### config.mk
export PLATFORM = sky130hd
export DESIGN_NAME = icache_top
export DESIGN_NICKNAME = d
export VERILOG_FILES = /design/src/icache_pkg.sv /design/src/icache_data_ram.sv /design/src/icache_data_read.sv /design/src/icache_hit_check.sv /design/src/icache_lookup.sv /design/src/icache_refill.sv /design/src/icache_tag_ram.sv /design/src/icache_top.sv
export SDC_FILE = /design/constraint.sdc
export NUM_CORES = 2
export LEC_CHECK = 0
export BUFFER_PORTS_ARGS = -buffer_cell sky130_fd_sc_hd__buf_2
export CAP_MARGIN = 5
export CELL_PAD_IN_SITES_DETAIL_PLACEMENT = 1
export CELL_PAD_IN_SITES_GLOBAL_PLACEMENT = 2
export CORE_MARGIN = 2
export CORE_UTILIZATION = 25
export DETAILED_ROUTE_END_ITERATION = 7
export HOLD_SLACK_MARGIN = 0.1
export PLACE_DENSITY = 0.52
export SYNTH_ARGS = -nofsm -noshare
export SYNTH_HDL_FRONTEND = slang
export SYNTH_SLANG_ARGS = --single-unit
export TNS_END_PERCENT = 30
### constraint.sdc
create_clock -name clock_i -period 8.22 [get_ports clock_i]
set_clock_uncertainty 0.1 [all_clocks]
set_input_delay 0.411 -clock clock_i [delete_from_list [all_inputs] [get_ports clock_i]]
set_output_delay 0.411 -clock clock_i [all_outputs]
set_load 0.02 [all_outputs]
### src/icache_pkg.sv
package icache_pkg;

	////////////////////////////////////////////////////////////
	// default address split
	////////////////////////////////////////////////////////////

	// byte offset within a line, 16 byte lines
	localparam int OFFSET_W = 4;
	// 16 lines
	localparam int INDEX_W  = 4;
	localparam int ADDR_W   = 32;
	// whatever is left above index and offset
	localparam int TAG_W    = ADDR_W - INDEX_W - OFFSET_W;

	// fetch byte address
	typedef logic [ADDR_W-1:0]   addr_t;
	typedef logic [TAG_W-1:0]    tag_t;
	typedef logic [INDEX_W-1:0]  index_t;
	// low two bits stay zero for word fetches
	typedef logic [OFFSET_W-1:0] offset_t;
	// one instruction
	typedef logic [31:0]         word_t;

	////////////////////////////////////////////////////////////
	// stage payloads
	////////////////////////////////////////////////////////////

	// address as it travels down the pipeline, msb first
	typedef struct packed {
		tag_t    tag;
		index_t  index;
		offset_t offset;
	} fetch_addr_t;

	// tag ram word, valid bit in front of the tag
	typedef struct packed {
		logic valid;
		tag_t tag;
	} tag_entry_t;

	// refill machine
	typedef enum logic [1:0] {
		REFILL_IDLE,
		REFILL_REQUEST,
		REFILL_COLLECT,
		REFILL_COMMIT
	} refill_state_t;

endpackage

### src/icache_data_ram.sv
module icache_data_ram #(
	parameter int INDEX_W  = 4,
	parameter int OFFSET_W = 4
) (
	input  logic                  clock_i,
	// read side, driven by stage 3
	input  icache_pkg::index_t    rd_index_i,
	input  logic [OFFSET_W-3:0]   rd_word_i,
	output icache_pkg::word_t     rd_data_o,
	// write side, one word per returned beat
	input  logic                  wr_i,
	input  icache_pkg::index_t    wr_index_i,
	input  logic [OFFSET_W-3:0]   wr_word_i,
	input  icache_pkg::word_t     wr_data_i
);

	////////////////////////////////////////////////////////////
	// word array, line index on top of word number
	////////////////////////////////////////////////////////////

	localparam int ADDR_BITS = INDEX_W + OFFSET_W - 2;
	localparam int DEPTH     = 2**ADDR_BITS;

	icache_pkg::word_t mem [DEPTH];

	logic [ADDR_BITS-1:0] rd_addr;
	logic [ADDR_BITS-1:0] wr_addr;

	assign rd_addr = {rd_index_i, rd_word_i};
	assign wr_addr = {wr_index_i, wr_word_i};

	// contents only matter behind a valid tag
	always_ff @(posedge clock_i)
	begin
		if (wr_i)
		begin
			mem[wr_addr] <= wr_data_i;
		end
		// registered read, old word on collision
		rd_data_o <= mem[rd_addr];
	end

endmodule

### src/icache_data_read.sv
module icache_data_read #(
	parameter int OFFSET_W = 4
) (
	input  logic                    clock_i,
	input  logic                    rst_n_i,
	// hit from stage 2
	input  logic                    s2_valid_i,
	input  icache_pkg::fetch_addr_t s2_addr_i,
	// word from the data ram, one cycle after the read
	input  icache_pkg::word_t       rd_data_i,
	input  logic                    clear_i,
	// data ram read
	output icache_pkg::index_t      rd_index_o,
	output logic [OFFSET_W-3:0]     rd_word_o,
	// to the core
	output logic                    instr_valid_o,
	output icache_pkg::word_t       instr_o,
	output icache_pkg::addr_t       instr_addr_o
);

	icache_pkg::fetch_addr_t s3_addr_q;

	// read the word for the stage 2 hit
	assign rd_index_o = s2_addr_i.index;
	assign rd_word_o  = s2_addr_i.offset[OFFSET_W-1:2];

	////////////////////////////////////////////////////////////
	// stage 3 register, lines up with the ram output
	////////////////////////////////////////////////////////////

	always_ff @(posedge clock_i or negedge rst_n_i)
	begin
		if (!rst_n_i)
		begin
			instr_valid_o <= 1'b0;
		end
		else if (clear_i)
		begin
			instr_valid_o <= 1'b0;
		end
		else
		begin
			instr_valid_o <= s2_valid_i;
		end
	end

	always_ff @(posedge clock_i)
	begin
		if (s2_valid_i)
		begin
			s3_addr_q <= s2_addr_i;
		end
	end

	// ram output register is the instruction register
	assign instr_o = rd_data_i;

	// word aligned byte address back together
	assign instr_addr_o = {s3_addr_q.tag, s3_addr_q.index,
		s3_addr_q.offset[OFFSET_W-1:2], 2'b00};

endmodule

### src/icache_hit_check.sv
module icache_hit_check (
	input  logic                    clock_i,
	input  logic                    rst_n_i,
	// from stage 1
	input  logic                    s1_valid_i,
	input  icache_pkg::fetch_addr_t s1_addr_i,
	// tag ram entry read at the stage 1 index
	input  icache_pkg::tag_entry_t  entry_i,
	// flush or refill resolved
	input  logic                    clear_i,
	// hit path to stage 3
	output logic                    s2_valid_o,
	output icache_pkg::fetch_addr_t s2_addr_o,
	// miss path to the refill engine
	output logic                    miss_o,
	output icache_pkg::fetch_addr_t miss_addr_o
);

	logic hit;
	logic new_miss;

	// valid bit set and tags equal
	assign hit = entry_i.valid && (entry_i.tag == s1_addr_i.tag);

	// first miss only, later ones wait for a re-issue
	assign new_miss = s1_valid_i && !hit && !miss_o;

	////////////////////////////////////////////////////////////
	// control
	////////////////////////////////////////////////////////////

	always_ff @(posedge clock_i or negedge rst_n_i)
	begin
		if (!rst_n_i)
		begin
			s2_valid_o <= 1'b0;
			miss_o     <= 1'b0;
		end
		else if (clear_i)
		begin
			// pipeline and miss flag both dropped
			s2_valid_o <= 1'b0;
			miss_o     <= 1'b0;
		end
		else
		begin
			s2_valid_o <= s1_valid_i && hit;
			// level, held until the refill resolves
			if (new_miss)
			begin
				miss_o <= 1'b1;
			end
		end
	end

	////////////////////////////////////////////////////////////
	// payload
	////////////////////////////////////////////////////////////

	always_ff @(posedge clock_i)
	begin
		if (s1_valid_i && hit)
		begin
			s2_addr_o <= s1_addr_i;
		end
		// missing address kept for the refill
		if (new_miss)
		begin
			miss_addr_o <= s1_addr_i;
		end
	end

endmodule

### src/icache_lookup.sv
module icache_lookup (
	input  logic                    clock_i,
	input  logic                    rst_n_i,
	// fetch request from the core
	input  logic                    fetch_i,
	input  icache_pkg::addr_t       fetch_addr_i,
	// flush or refill done
	input  logic                    clear_i,
	// refill pending
	input  logic                    miss_i,
	// to stage 2
	output logic                    s1_valid_o,
	output icache_pkg::fetch_addr_t s1_addr_o,
	// tag ram read index
	output icache_pkg::index_t      tag_rd_index_o
);

	////////////////////////////////////////////////////////////
	// address split
	////////////////////////////////////////////////////////////

	icache_pkg::fetch_addr_t split;
	logic                    accept;

	// tag, index and offset straight off the address bits
	assign split = icache_pkg::fetch_addr_t'(fetch_addr_i);

	// tag read starts now, entry lands with stage 1
	assign tag_rd_index_o = split.index;

	// no new fetches while a line is missing
	assign accept = fetch_i && !miss_i;

	////////////////////////////////////////////////////////////
	// stage 1 register
	////////////////////////////////////////////////////////////

	always_ff @(posedge clock_i or negedge rst_n_i)
	begin
		if (!rst_n_i)
		begin
			s1_valid_o <= 1'b0;
		end
		else if (clear_i)
		begin
			// dropped, fetcher re-issues later
			s1_valid_o <= 1'b0;
		end
		else
		begin
			s1_valid_o <= accept;
		end
	end

	// address payload
	always_ff @(posedge clock_i)
	begin
		if (accept)
		begin
			s1_addr_o <= split;
		end
	end

endmodule

### src/icache_refill.sv
module icache_refill #(
	parameter int OFFSET_W = 4
) (
	input  logic                    clock_i,
	input  logic                    rst_n_i,
	// from the hit check
	input  logic                    miss_i,
	input  icache_pkg::fetch_addr_t miss_addr_i,
	// external memory return
	input  logic                    mem_rvalid_i,
	input  icache_pkg::word_t       mem_rdata_i,
	// external memory request
	output logic                    mem_req_o,
	output icache_pkg::addr_t       mem_line_addr_o,
	// data ram write
	output logic                    data_wr_o,
	output icache_pkg::index_t      data_wr_index_o,
	output logic [OFFSET_W-3:0]     data_wr_word_o,
	output icache_pkg::word_t       data_wr_data_o,
	// tag ram write
	output logic                    tag_wr_o,
	output icache_pkg::index_t      tag_wr_index_o,
	output icache_pkg::tag_entry_t  tag_wr_entry_o,
	// line is in, clears the pipeline
	output logic                    resolved_o
);

	localparam int WORD_W = OFFSET_W - 2;
	localparam int WORDS  = 2**WORD_W;

	icache_pkg::refill_state_t state_q;
	icache_pkg::refill_state_t state_d;

	logic [WORD_W-1:0]       word_cnt_q;
	icache_pkg::fetch_addr_t line_q;
	logic                    start;
	logic                    last_word;

	// miss still high in the resolved cycle, so skip it
	assign start     = (state_q == icache_pkg::REFILL_IDLE) && miss_i && !resolved_o;
	assign last_word = word_cnt_q == WORD_W'(WORDS - 1);

	////////////////////////////////////////////////////////////
	// next state
	////////////////////////////////////////////////////////////

	always_comb
	begin
		state_d = state_q;
		case (state_q)
			icache_pkg::REFILL_IDLE:
			begin
				if (start)
				begin
					state_d = icache_pkg::REFILL_REQUEST;
				end
			end
			// single request cycle
			icache_pkg::REFILL_REQUEST:
			begin
				state_d = icache_pkg::REFILL_COLLECT;
			end
			icache_pkg::REFILL_COLLECT:
			begin
				if (mem_rvalid_i && last_word)
				begin
					state_d = icache_pkg::REFILL_COMMIT;
				end
			end
			// tag write, then back to idle
			default:
			begin
				state_d = icache_pkg::REFILL_IDLE;
			end
		endcase
	end

	// state, word count and resolved pulse
	always_ff @(posedge clock_i or negedge rst_n_i)
	begin
		if (!rst_n_i)
		begin
			state_q    <= icache_pkg::REFILL_IDLE;
			word_cnt_q <= '0;
			resolved_o <= 1'b0;
		end
		else
		begin
			state_q    <= state_d;
			resolved_o <= state_q == icache_pkg::REFILL_COMMIT;
			if (state_q == icache_pkg::REFILL_REQUEST)
			begin
				word_cnt_q <= '0;
			end
			else if (data_wr_o)
			begin
				word_cnt_q <= word_cnt_q + 1'b1;
			end
		end
	end

	// line being filled, held until the next miss
	always_ff @(posedge clock_i)
	begin
		if (start)
		begin
			line_q <= miss_addr_i;
		end
	end

	////////////////////////////////////////////////////////////
	// outputs
	////////////////////////////////////////////////////////////

	assign mem_req_o       = state_q == icache_pkg::REFILL_REQUEST;
	assign mem_line_addr_o = {line_q.tag, line_q.index, {OFFSET_W{1'b0}}};

	// each word goes in as it arrives
	assign data_wr_o       = (state_q == icache_pkg::REFILL_COLLECT) && mem_rvalid_i;
	assign data_wr_index_o = line_q.index;
	assign data_wr_word_o  = word_cnt_q;
	assign data_wr_data_o  = mem_rdata_i;

	// tag goes last, line only visible once complete
	assign tag_wr_o       = state_q == icache_pkg::REFILL_COMMIT;
	assign tag_wr_index_o = line_q.index;
	assign tag_wr_entry_o = {1'b1, line_q.tag};

endmodule

### src/icache_tag_ram.sv
module icache_tag_ram #(
	parameter int TAG_W   = 24,
	parameter int INDEX_W = 4
) (
	input  logic                   clock_i,
	input  logic                   rst_n_i,
	// read port, index comes straight from the fetch split
	input  icache_pkg::index_t     rd_index_i,
	output icache_pkg::tag_entry_t rd_entry_o,
	// write port from the refill engine
	input  logic                   wr_i,
	input  icache_pkg::index_t     wr_index_i,
	input  icache_pkg::tag_entry_t wr_entry_i
);

	localparam int LINES = 2**INDEX_W;

	// tags live in plain storage
	logic [TAG_W-1:0] tag_mem [LINES];
	// valid bits kept apart so reset can wipe them
	logic [LINES-1:0] valid_q;

	logic [TAG_W-1:0] rd_tag_q;
	logic             rd_valid_q;

	// tag storage and its read register
	always_ff @(posedge clock_i)
	begin
		if (wr_i)
		begin
			tag_mem[wr_index_i] <= wr_entry_i.tag;
		end
		rd_tag_q <= tag_mem[rd_index_i];
	end

	// valid vector, cleared on reset
	always_ff @(posedge clock_i or negedge rst_n_i)
	begin
		if (!rst_n_i)
		begin
			valid_q    <= '0;
			rd_valid_q <= 1'b0;
		end
		else
		begin
			if (wr_i)
			begin
				valid_q[wr_index_i] <= wr_entry_i.valid;
			end
			// old value on a same-cycle write
			rd_valid_q <= valid_q[rd_index_i];
		end
	end

	// valid in front, as the hit check expects
	assign rd_entry_o = {rd_valid_q, rd_tag_q};

endmodule

### src/icache_top.sv
module icache_top #(
	parameter int OFFSET_W = icache_pkg::OFFSET_W,
	parameter int INDEX_W  = icache_pkg::INDEX_W,
	parameter int TAG_W    = icache_pkg::ADDR_W - INDEX_W - OFFSET_W
) (
	input  logic                  clock_i,
	input  logic                  rst_n_i,
	// core fetch side
	input  logic                  fetch_i,
	input  icache_pkg::addr_t     fetch_addr_i,
	input  logic                  flush_i,
	output logic                  instr_valid_o,
	output icache_pkg::word_t     instr_o,
	output icache_pkg::addr_t     instr_addr_o,
	output logic                  miss_o,
	// external memory side
	output logic                  mem_req_o,
	output icache_pkg::addr_t     mem_line_addr_o,
	input  logic                  mem_rvalid_i,
	input  icache_pkg::word_t     mem_rdata_i
);

	// stage 1
	logic                    s1_valid;
	icache_pkg::fetch_addr_t s1_addr;
	icache_pkg::index_t      tag_rd_index;
	icache_pkg::tag_entry_t  tag_rd_entry;
	// stage 2
	logic                    s2_valid;
	icache_pkg::fetch_addr_t s2_addr;
	icache_pkg::fetch_addr_t miss_addr;
	// stage 3 ram read
	icache_pkg::index_t      data_rd_index;
	logic [OFFSET_W-3:0]     data_rd_word;
	icache_pkg::word_t       data_rd_data;
	// refill writes
	logic                    data_wr;
	icache_pkg::index_t      data_wr_index;
	logic [OFFSET_W-3:0]     data_wr_word;
	icache_pkg::word_t       data_wr_data;
	logic                    tag_wr;
	icache_pkg::index_t      tag_wr_index;
	icache_pkg::tag_entry_t  tag_wr_entry;
	logic                    resolved;
	logic                    clear;

	////////////////////////////////////////////////////////////
	// pipeline
	////////////////////////////////////////////////////////////

	// flush or finished refill empties every stage
	assign clear = flush_i || resolved;

	icache_lookup i_lookup (
		.clock_i        (clock_i),
		.rst_n_i        (rst_n_i),
		.fetch_i        (fetch_i),
		.fetch_addr_i   (fetch_addr_i),
		.clear_i        (clear),
		.miss_i         (miss_o),
		.s1_valid_o     (s1_valid),
		.s1_addr_o      (s1_addr),
		.tag_rd_index_o (tag_rd_index)
	);

	icache_hit_check i_hit_check (
		.clock_i     (clock_i),
		.rst_n_i     (rst_n_i),
		.s1_valid_i  (s1_valid),
		.s1_addr_i   (s1_addr),
		.entry_i     (tag_rd_entry),
		.clear_i     (clear),
		.s2_valid_o  (s2_valid),
		.s2_addr_o   (s2_addr),
		.miss_o      (miss_o),
		.miss_addr_o (miss_addr)
	);

	icache_data_read #(.OFFSET_W(OFFSET_W)) i_data_read (
		.clock_i       (clock_i),
		.rst_n_i       (rst_n_i),
		.s2_valid_i    (s2_valid),
		.s2_addr_i     (s2_addr),
		.rd_data_i     (data_rd_data),
		.clear_i       (clear),
		.rd_index_o    (data_rd_index),
		.rd_word_o     (data_rd_word),
		.instr_valid_o (instr_valid_o),
		.instr_o       (instr_o),
		.instr_addr_o  (instr_addr_o)
	);

	////////////////////////////////////////////////////////////
	// storage and refill
	////////////////////////////////////////////////////////////

	icache_tag_ram #(.TAG_W(TAG_W), .INDEX_W(INDEX_W)) i_tag_ram (
		.clock_i    (clock_i),
		.rst_n_i    (rst_n_i),
		.rd_index_i (tag_rd_index),
		.rd_entry_o (tag_rd_entry),
		.wr_i       (tag_wr),
		.wr_index_i (tag_wr_index),
		.wr_entry_i (tag_wr_entry)
	);

	icache_data_ram #(.INDEX_W(INDEX_W), .OFFSET_W(OFFSET_W)) i_data_ram (
		.clock_i    (clock_i),
		.rd_index_i (data_rd_index),
		.rd_word_i  (data_rd_word),
		.rd_data_o  (data_rd_data),
		.wr_i       (data_wr),
		.wr_index_i (data_wr_index),
		.wr_word_i  (data_wr_word),
		.wr_data_i  (data_wr_data)
	);

	icache_refill #(.OFFSET_W(OFFSET_W)) i_refill (
		.clock_i         (clock_i),
		.rst_n_i         (rst_n_i),
		.miss_i          (miss_o),
		.miss_addr_i     (miss_addr),
		.mem_rvalid_i    (mem_rvalid_i),
		.mem_rdata_i     (mem_rdata_i),
		.mem_req_o       (mem_req_o),
		.mem_line_addr_o (mem_line_addr_o),
		.data_wr_o       (data_wr),
		.data_wr_index_o (data_wr_index),
		.data_wr_word_o  (data_wr_word),
		.data_wr_data_o  (data_wr_data),
		.tag_wr_o        (tag_wr),
		.tag_wr_index_o  (tag_wr_index),
		.tag_wr_entry_o  (tag_wr_entry),
		.resolved_o      (resolved)
	);

endmodule

==> metrics.md <==
| Metric | Value |
|---|---|
| Setup TNS | `0 ns` |
| CP most frequent cell | `buf_4` |
| Die width | `634 µm` |
| Worst Tran Pin Value | `1.30 ns` |
| Fin crit period | `3.87 ns` |
| # resized after CTS | `0` |
| Core ar. | `about 400,000 µm²` |
| DRT Pass-1 Iters | `5` |
| Final wirelength | `288,000 µm` |
| Yosys warns | `0` |
| Rel. slew slack | `13.4%` |
| R2R cell count | `6` |
| RSZ-0062 raised after global routing | `no` |
| CTS sink cnt | `between 2k and 3k` |
| GPL Wtd Cong | `0.711` |
| Layout area overhead | `17.6%` |
| Final Max Slew Viols | `0` |
| R2R Setup Slk | `4.35 ns` |
| Initial Util | `between 20% and 30%` |
| Setup crit start | `i_hit_check.s2_addr_o[4]` |
| Root buffer cell | `clkbuf_16` |
| Post-Place Cells | `9,531` |
| Sequential fraction of the synthesis area | `79.8%` |
| Clk buf depth | `4` |
| First-pass GRT wire length | `401,000 µm` |
| Clock Latency Late Sink | `between 0.8 and 0.9 ns` |
| Crit path cell chain | `buf_4, buf_4, nor2b_4, buf_4, a221oi_1, a221oi_1` |
| Global Route Usage Sum | `14.2%` |
| CP required | `between 8 and 9 ns` |
| Worst flop-to-flop path startpoint | `i_hit_check.s2_addr_o[4]` |
| Endpoints failing setup | `0` |
| DP Worst Slack | `4.22 ns` |
| Die Y | `634 µm` |
| Library cells used by synthesis | `47` |
| Vias in the first global route | `50.0k` |
| Share of layout cells above drive strength 1 | `29.5%` |
| Crit start category | `flop` |
| Fin cells | `10.1k` |
| CP arrival | `around 4.5 ns` |
| Num CTS Buffers | `between 200 and 300` |
| Mapped Cells | `4,208` |
| I/O Buffers | `159` |
| Final HPWL DP | `155,000 µm` |
| Setup crit end kind | `flop` |
| Worst Setup EP | `i_data_ram.rd_data_o[30]` |
| R2R Path End | `i_data_ram.rd_data_o[30]` |
| Nets | `4,697` |
| Initial antenna violation count | `24` |
| Vias | `46.6k` |
| Max-Cap Viols | `0` |
| Crit share post-route | `47.1%` |
| Fin util | `29.5%` |
| CTS tree | `yes` |
| Initial DRC count | `4,330` |
| Largest net degree at the start of global routing | `92` |
| Clk slew on worst S/H paths | `0.06 ns` |
| Crit path max-delay cell type | `nor2b_4` |
| Power Dens Cells | `245 nW/µm²` |
| Synthesized area | `99,200 µm²` |
| Post-Syn Area per Cell | `23.6 µm²` |
| Worst Hold Class | `primary input to flop` |
| Maximum vdd drop | `0.159 mV` |
| Slowest stage delay, CP | `0.72 ns` |
| Max Fclk | `0.258 GHz` |
| Std cell rows | `roughly 230` |
| Wire per inst | `28.5 µm` |
| Die area | `402,000 µm²` |
| Post-synth EDFFs | `between 2k and 3k` |
| Vias per inst | `4.62` |
| DR DRC count | `0` |
| Io pins | `168` |
| CP max FO | `34` |
| Final worst slack | `4.35 ns` |
| CTS H-tree lvls | `5` |
| Crit path kind | `flop to flop` |
| Grt ovf | `0` |
| Leakage | `0.0356 µW` |
| Routed Antenna Nets | `0` |
| Primary FF master, synth | `edfxtp_1` |
| Async set-or-reset flop fraction in the synthesized netlist | `0.977%` |
| Status | `complete, no violations` |
| Synthesized flop and latch total | `2,660` |
| Final hold vios | `0` |
-- layout by cell type (no fill, tap or decap), types with 42 or more instances in the layout --
cell	netlist	routed
edfxtp_1	2578	2578
mux4_2	622	622
clkbuf_16	0	306
buf_2	51	157
buf_4	42	129
nor2_4	0	81
mux2i_1	80	80
clkbuf_1	89	76
o22ai_1	56	56
dfxtp_1	56	56
a22oi_1	50	50
clkinv_1	0	48
clkinv_2	0	42
dlygate4sd3_1	0	42
-- metrics by stage --
step	hold slack, ns	power, µW	instance area, µm²
after global routing	0.124	29500	117000
after floorplan	0.0154	15700	99200
after detailed placement	0.306	16200	107000
after CTS	0.100	29000	117000
after global placement	0.301	16200	107000
final	0.157	28600	117000
-- Yosys cell counts, types with 2 or more instances --
master    count  share of area [%]
a22oi_1      50               0.38
buf_6        27               0.31
xnor2_1      24               0.21
o22ai_1      56               0.35
nor2_1      116               0.44
a32oi_1       3              0.026
a21oi_1      36               0.18
nor4b_1       5              0.044
dfxtp_1      56                1.1
nor3_1       31               0.16
a311oi_1      6              0.053
ha_1          6              0.076
a211o_1       5              0.044
nand2b_1     11              0.069
o21ai_0       6              0.030
a22o_1       36               0.32
nand2_1      31               0.12
nor2b_1      15              0.095
nand3b_1      8              0.061
mux2i_1      80               0.81
and2_1        5              0.032
a211oi_1      7              0.053
a31oi_1       4              0.025
mux2_2        5              0.057
nand3_1      29               0.15
buf_1        13              0.049
or3b_2        5              0.044
buf_2        51               0.26
nand4_1       6              0.038
mux4_2      622                 14
dfrtp_1      26               0.66
and3_1        6              0.038
buf_4        42               0.32
a221oi_1     38               0.34
nor4_1        2              0.013
o221ai_1     38               0.34
or2_2        20               0.13
clkbuf_1     89               0.34
o211a_1       3              0.030
edfxtp_1   2578                 78
inv_1         5              0.019
-- critical path, delay by kind of cell (launching register included) --
kind                   cells  cell delay (ns)
AND/OR/NAND/NOR            1             0.72
buffers and inverters      3             1.56
flip-flops                 1             0.32
AO/OA/AOI/OAI              2             0.82
-- worst min-delay path by stage --
| stage | startpoint | endpoint | slack (ns) | depth (start not counted) |
|---|---|---|---|---|
| floorplan | rst_n_i | i_data_read.instr_valid_o | 0.02 | 0 |
| global placement | i_hit_check.miss_addr_o[4] | i_refill.data_wr_index_o[0] | 0.30 | 0 |
| detailed placement | i_hit_check.miss_addr_o[16] | i_refill.mem_line_addr_o[16] | 0.31 | 0 |
| CTS | fetch_addr_i[31] | i_lookup.s1_addr_o[31] | 0.10 | 2 |
| global route | fetch_addr_i[31] | i_lookup.s1_addr_o[31] | 0.12 | 2 |
| finish | mem_rdata_i[1] | i_data_ram.mem[48][1] | 0.16 | 2 |
-- cell families (layout without fill, tap and decap cells) --
kind of cell | Yosys count | after routing | synth area share (%)
fa+ha+maj | 6 | 6 | 0.0757
flops | 2660 | 2660 | 79.8
buf+inv | 227 | 858 | 1.29
xor+xnor | 25 | 25 | 0.221
compound gates | 291 | 291 | 2.19
mux | 707 | 707 | 15.0
other cells | 1 | 9 | 0.00378
simple gates | 291 | 291 | 1.42
-- state kept, by name, summed over array words and instances (netlist names) --
register,cells
i_lookup.s1_addr_o,30
i_data_ram.rd_data_o,32
i_refill.mem_line_addr_o,24
i_refill.resolved_o,1
i_hit_check.miss_addr_o,28
i_refill.data_wr_word_o,2
i_hit_check.s2_valid_o,1
i_hit_check.miss_o,1
i_tag_ram.rd_valid_q,1
i_tag_ram.tag_mem,384
i_tag_ram.rd_tag_q,24
i_tag_ram.valid_q,16
i_data_read.instr_valid_o,1
i_refill.state_q,2
i_lookup.s1_valid_o,1
i_data_ram.mem,2048
i_hit_check.s2_addr_o,30
i_refill.data_wr_index_o,4
i_data_read.instr_addr_o,30
-- cell type report --
class | count | area (µm²)
Tap cell | 5242 | 6560
Sequential cell | 2660 | 79200
Inverter | 5 | 18.8
Clock buffer | 395 | 8120
Clock inverter | 117 | 975
Multi-Input combinational cell | 1326 | 19400
Timing Repair Buffer | 341 | 2420
Fill cell | 39600 | 279000
Antenna cell | 3 | 7.51
-- timing repair --
action,in CTS,in global routing
hold endpoints to repair,60,0
buffers inserted,0,0
hold buffers,43,0
-- report_power, final --
| group | leakage [µW] | switching [µW] | internal, µW |
|---|---|---|---|
| Sequential | 0.0240 | 114 | 15100 |
| Combinational | 0.00722 | 515 | 204 |
| Clock | 0.00445 | 5330 | 7360 |
-- per-layer routing --
layer  vias to the layer above  global-route usage, %  wire length (µm)
li1                      18900                      -                 -
met1                     26100                   19.8            130000
met2                      1166                   23.3            139000
met3                       389                   2.08             13200
met4                         4                   3.16              5880
met5                         -                      0                21
(Power assumes the default switching activity.)
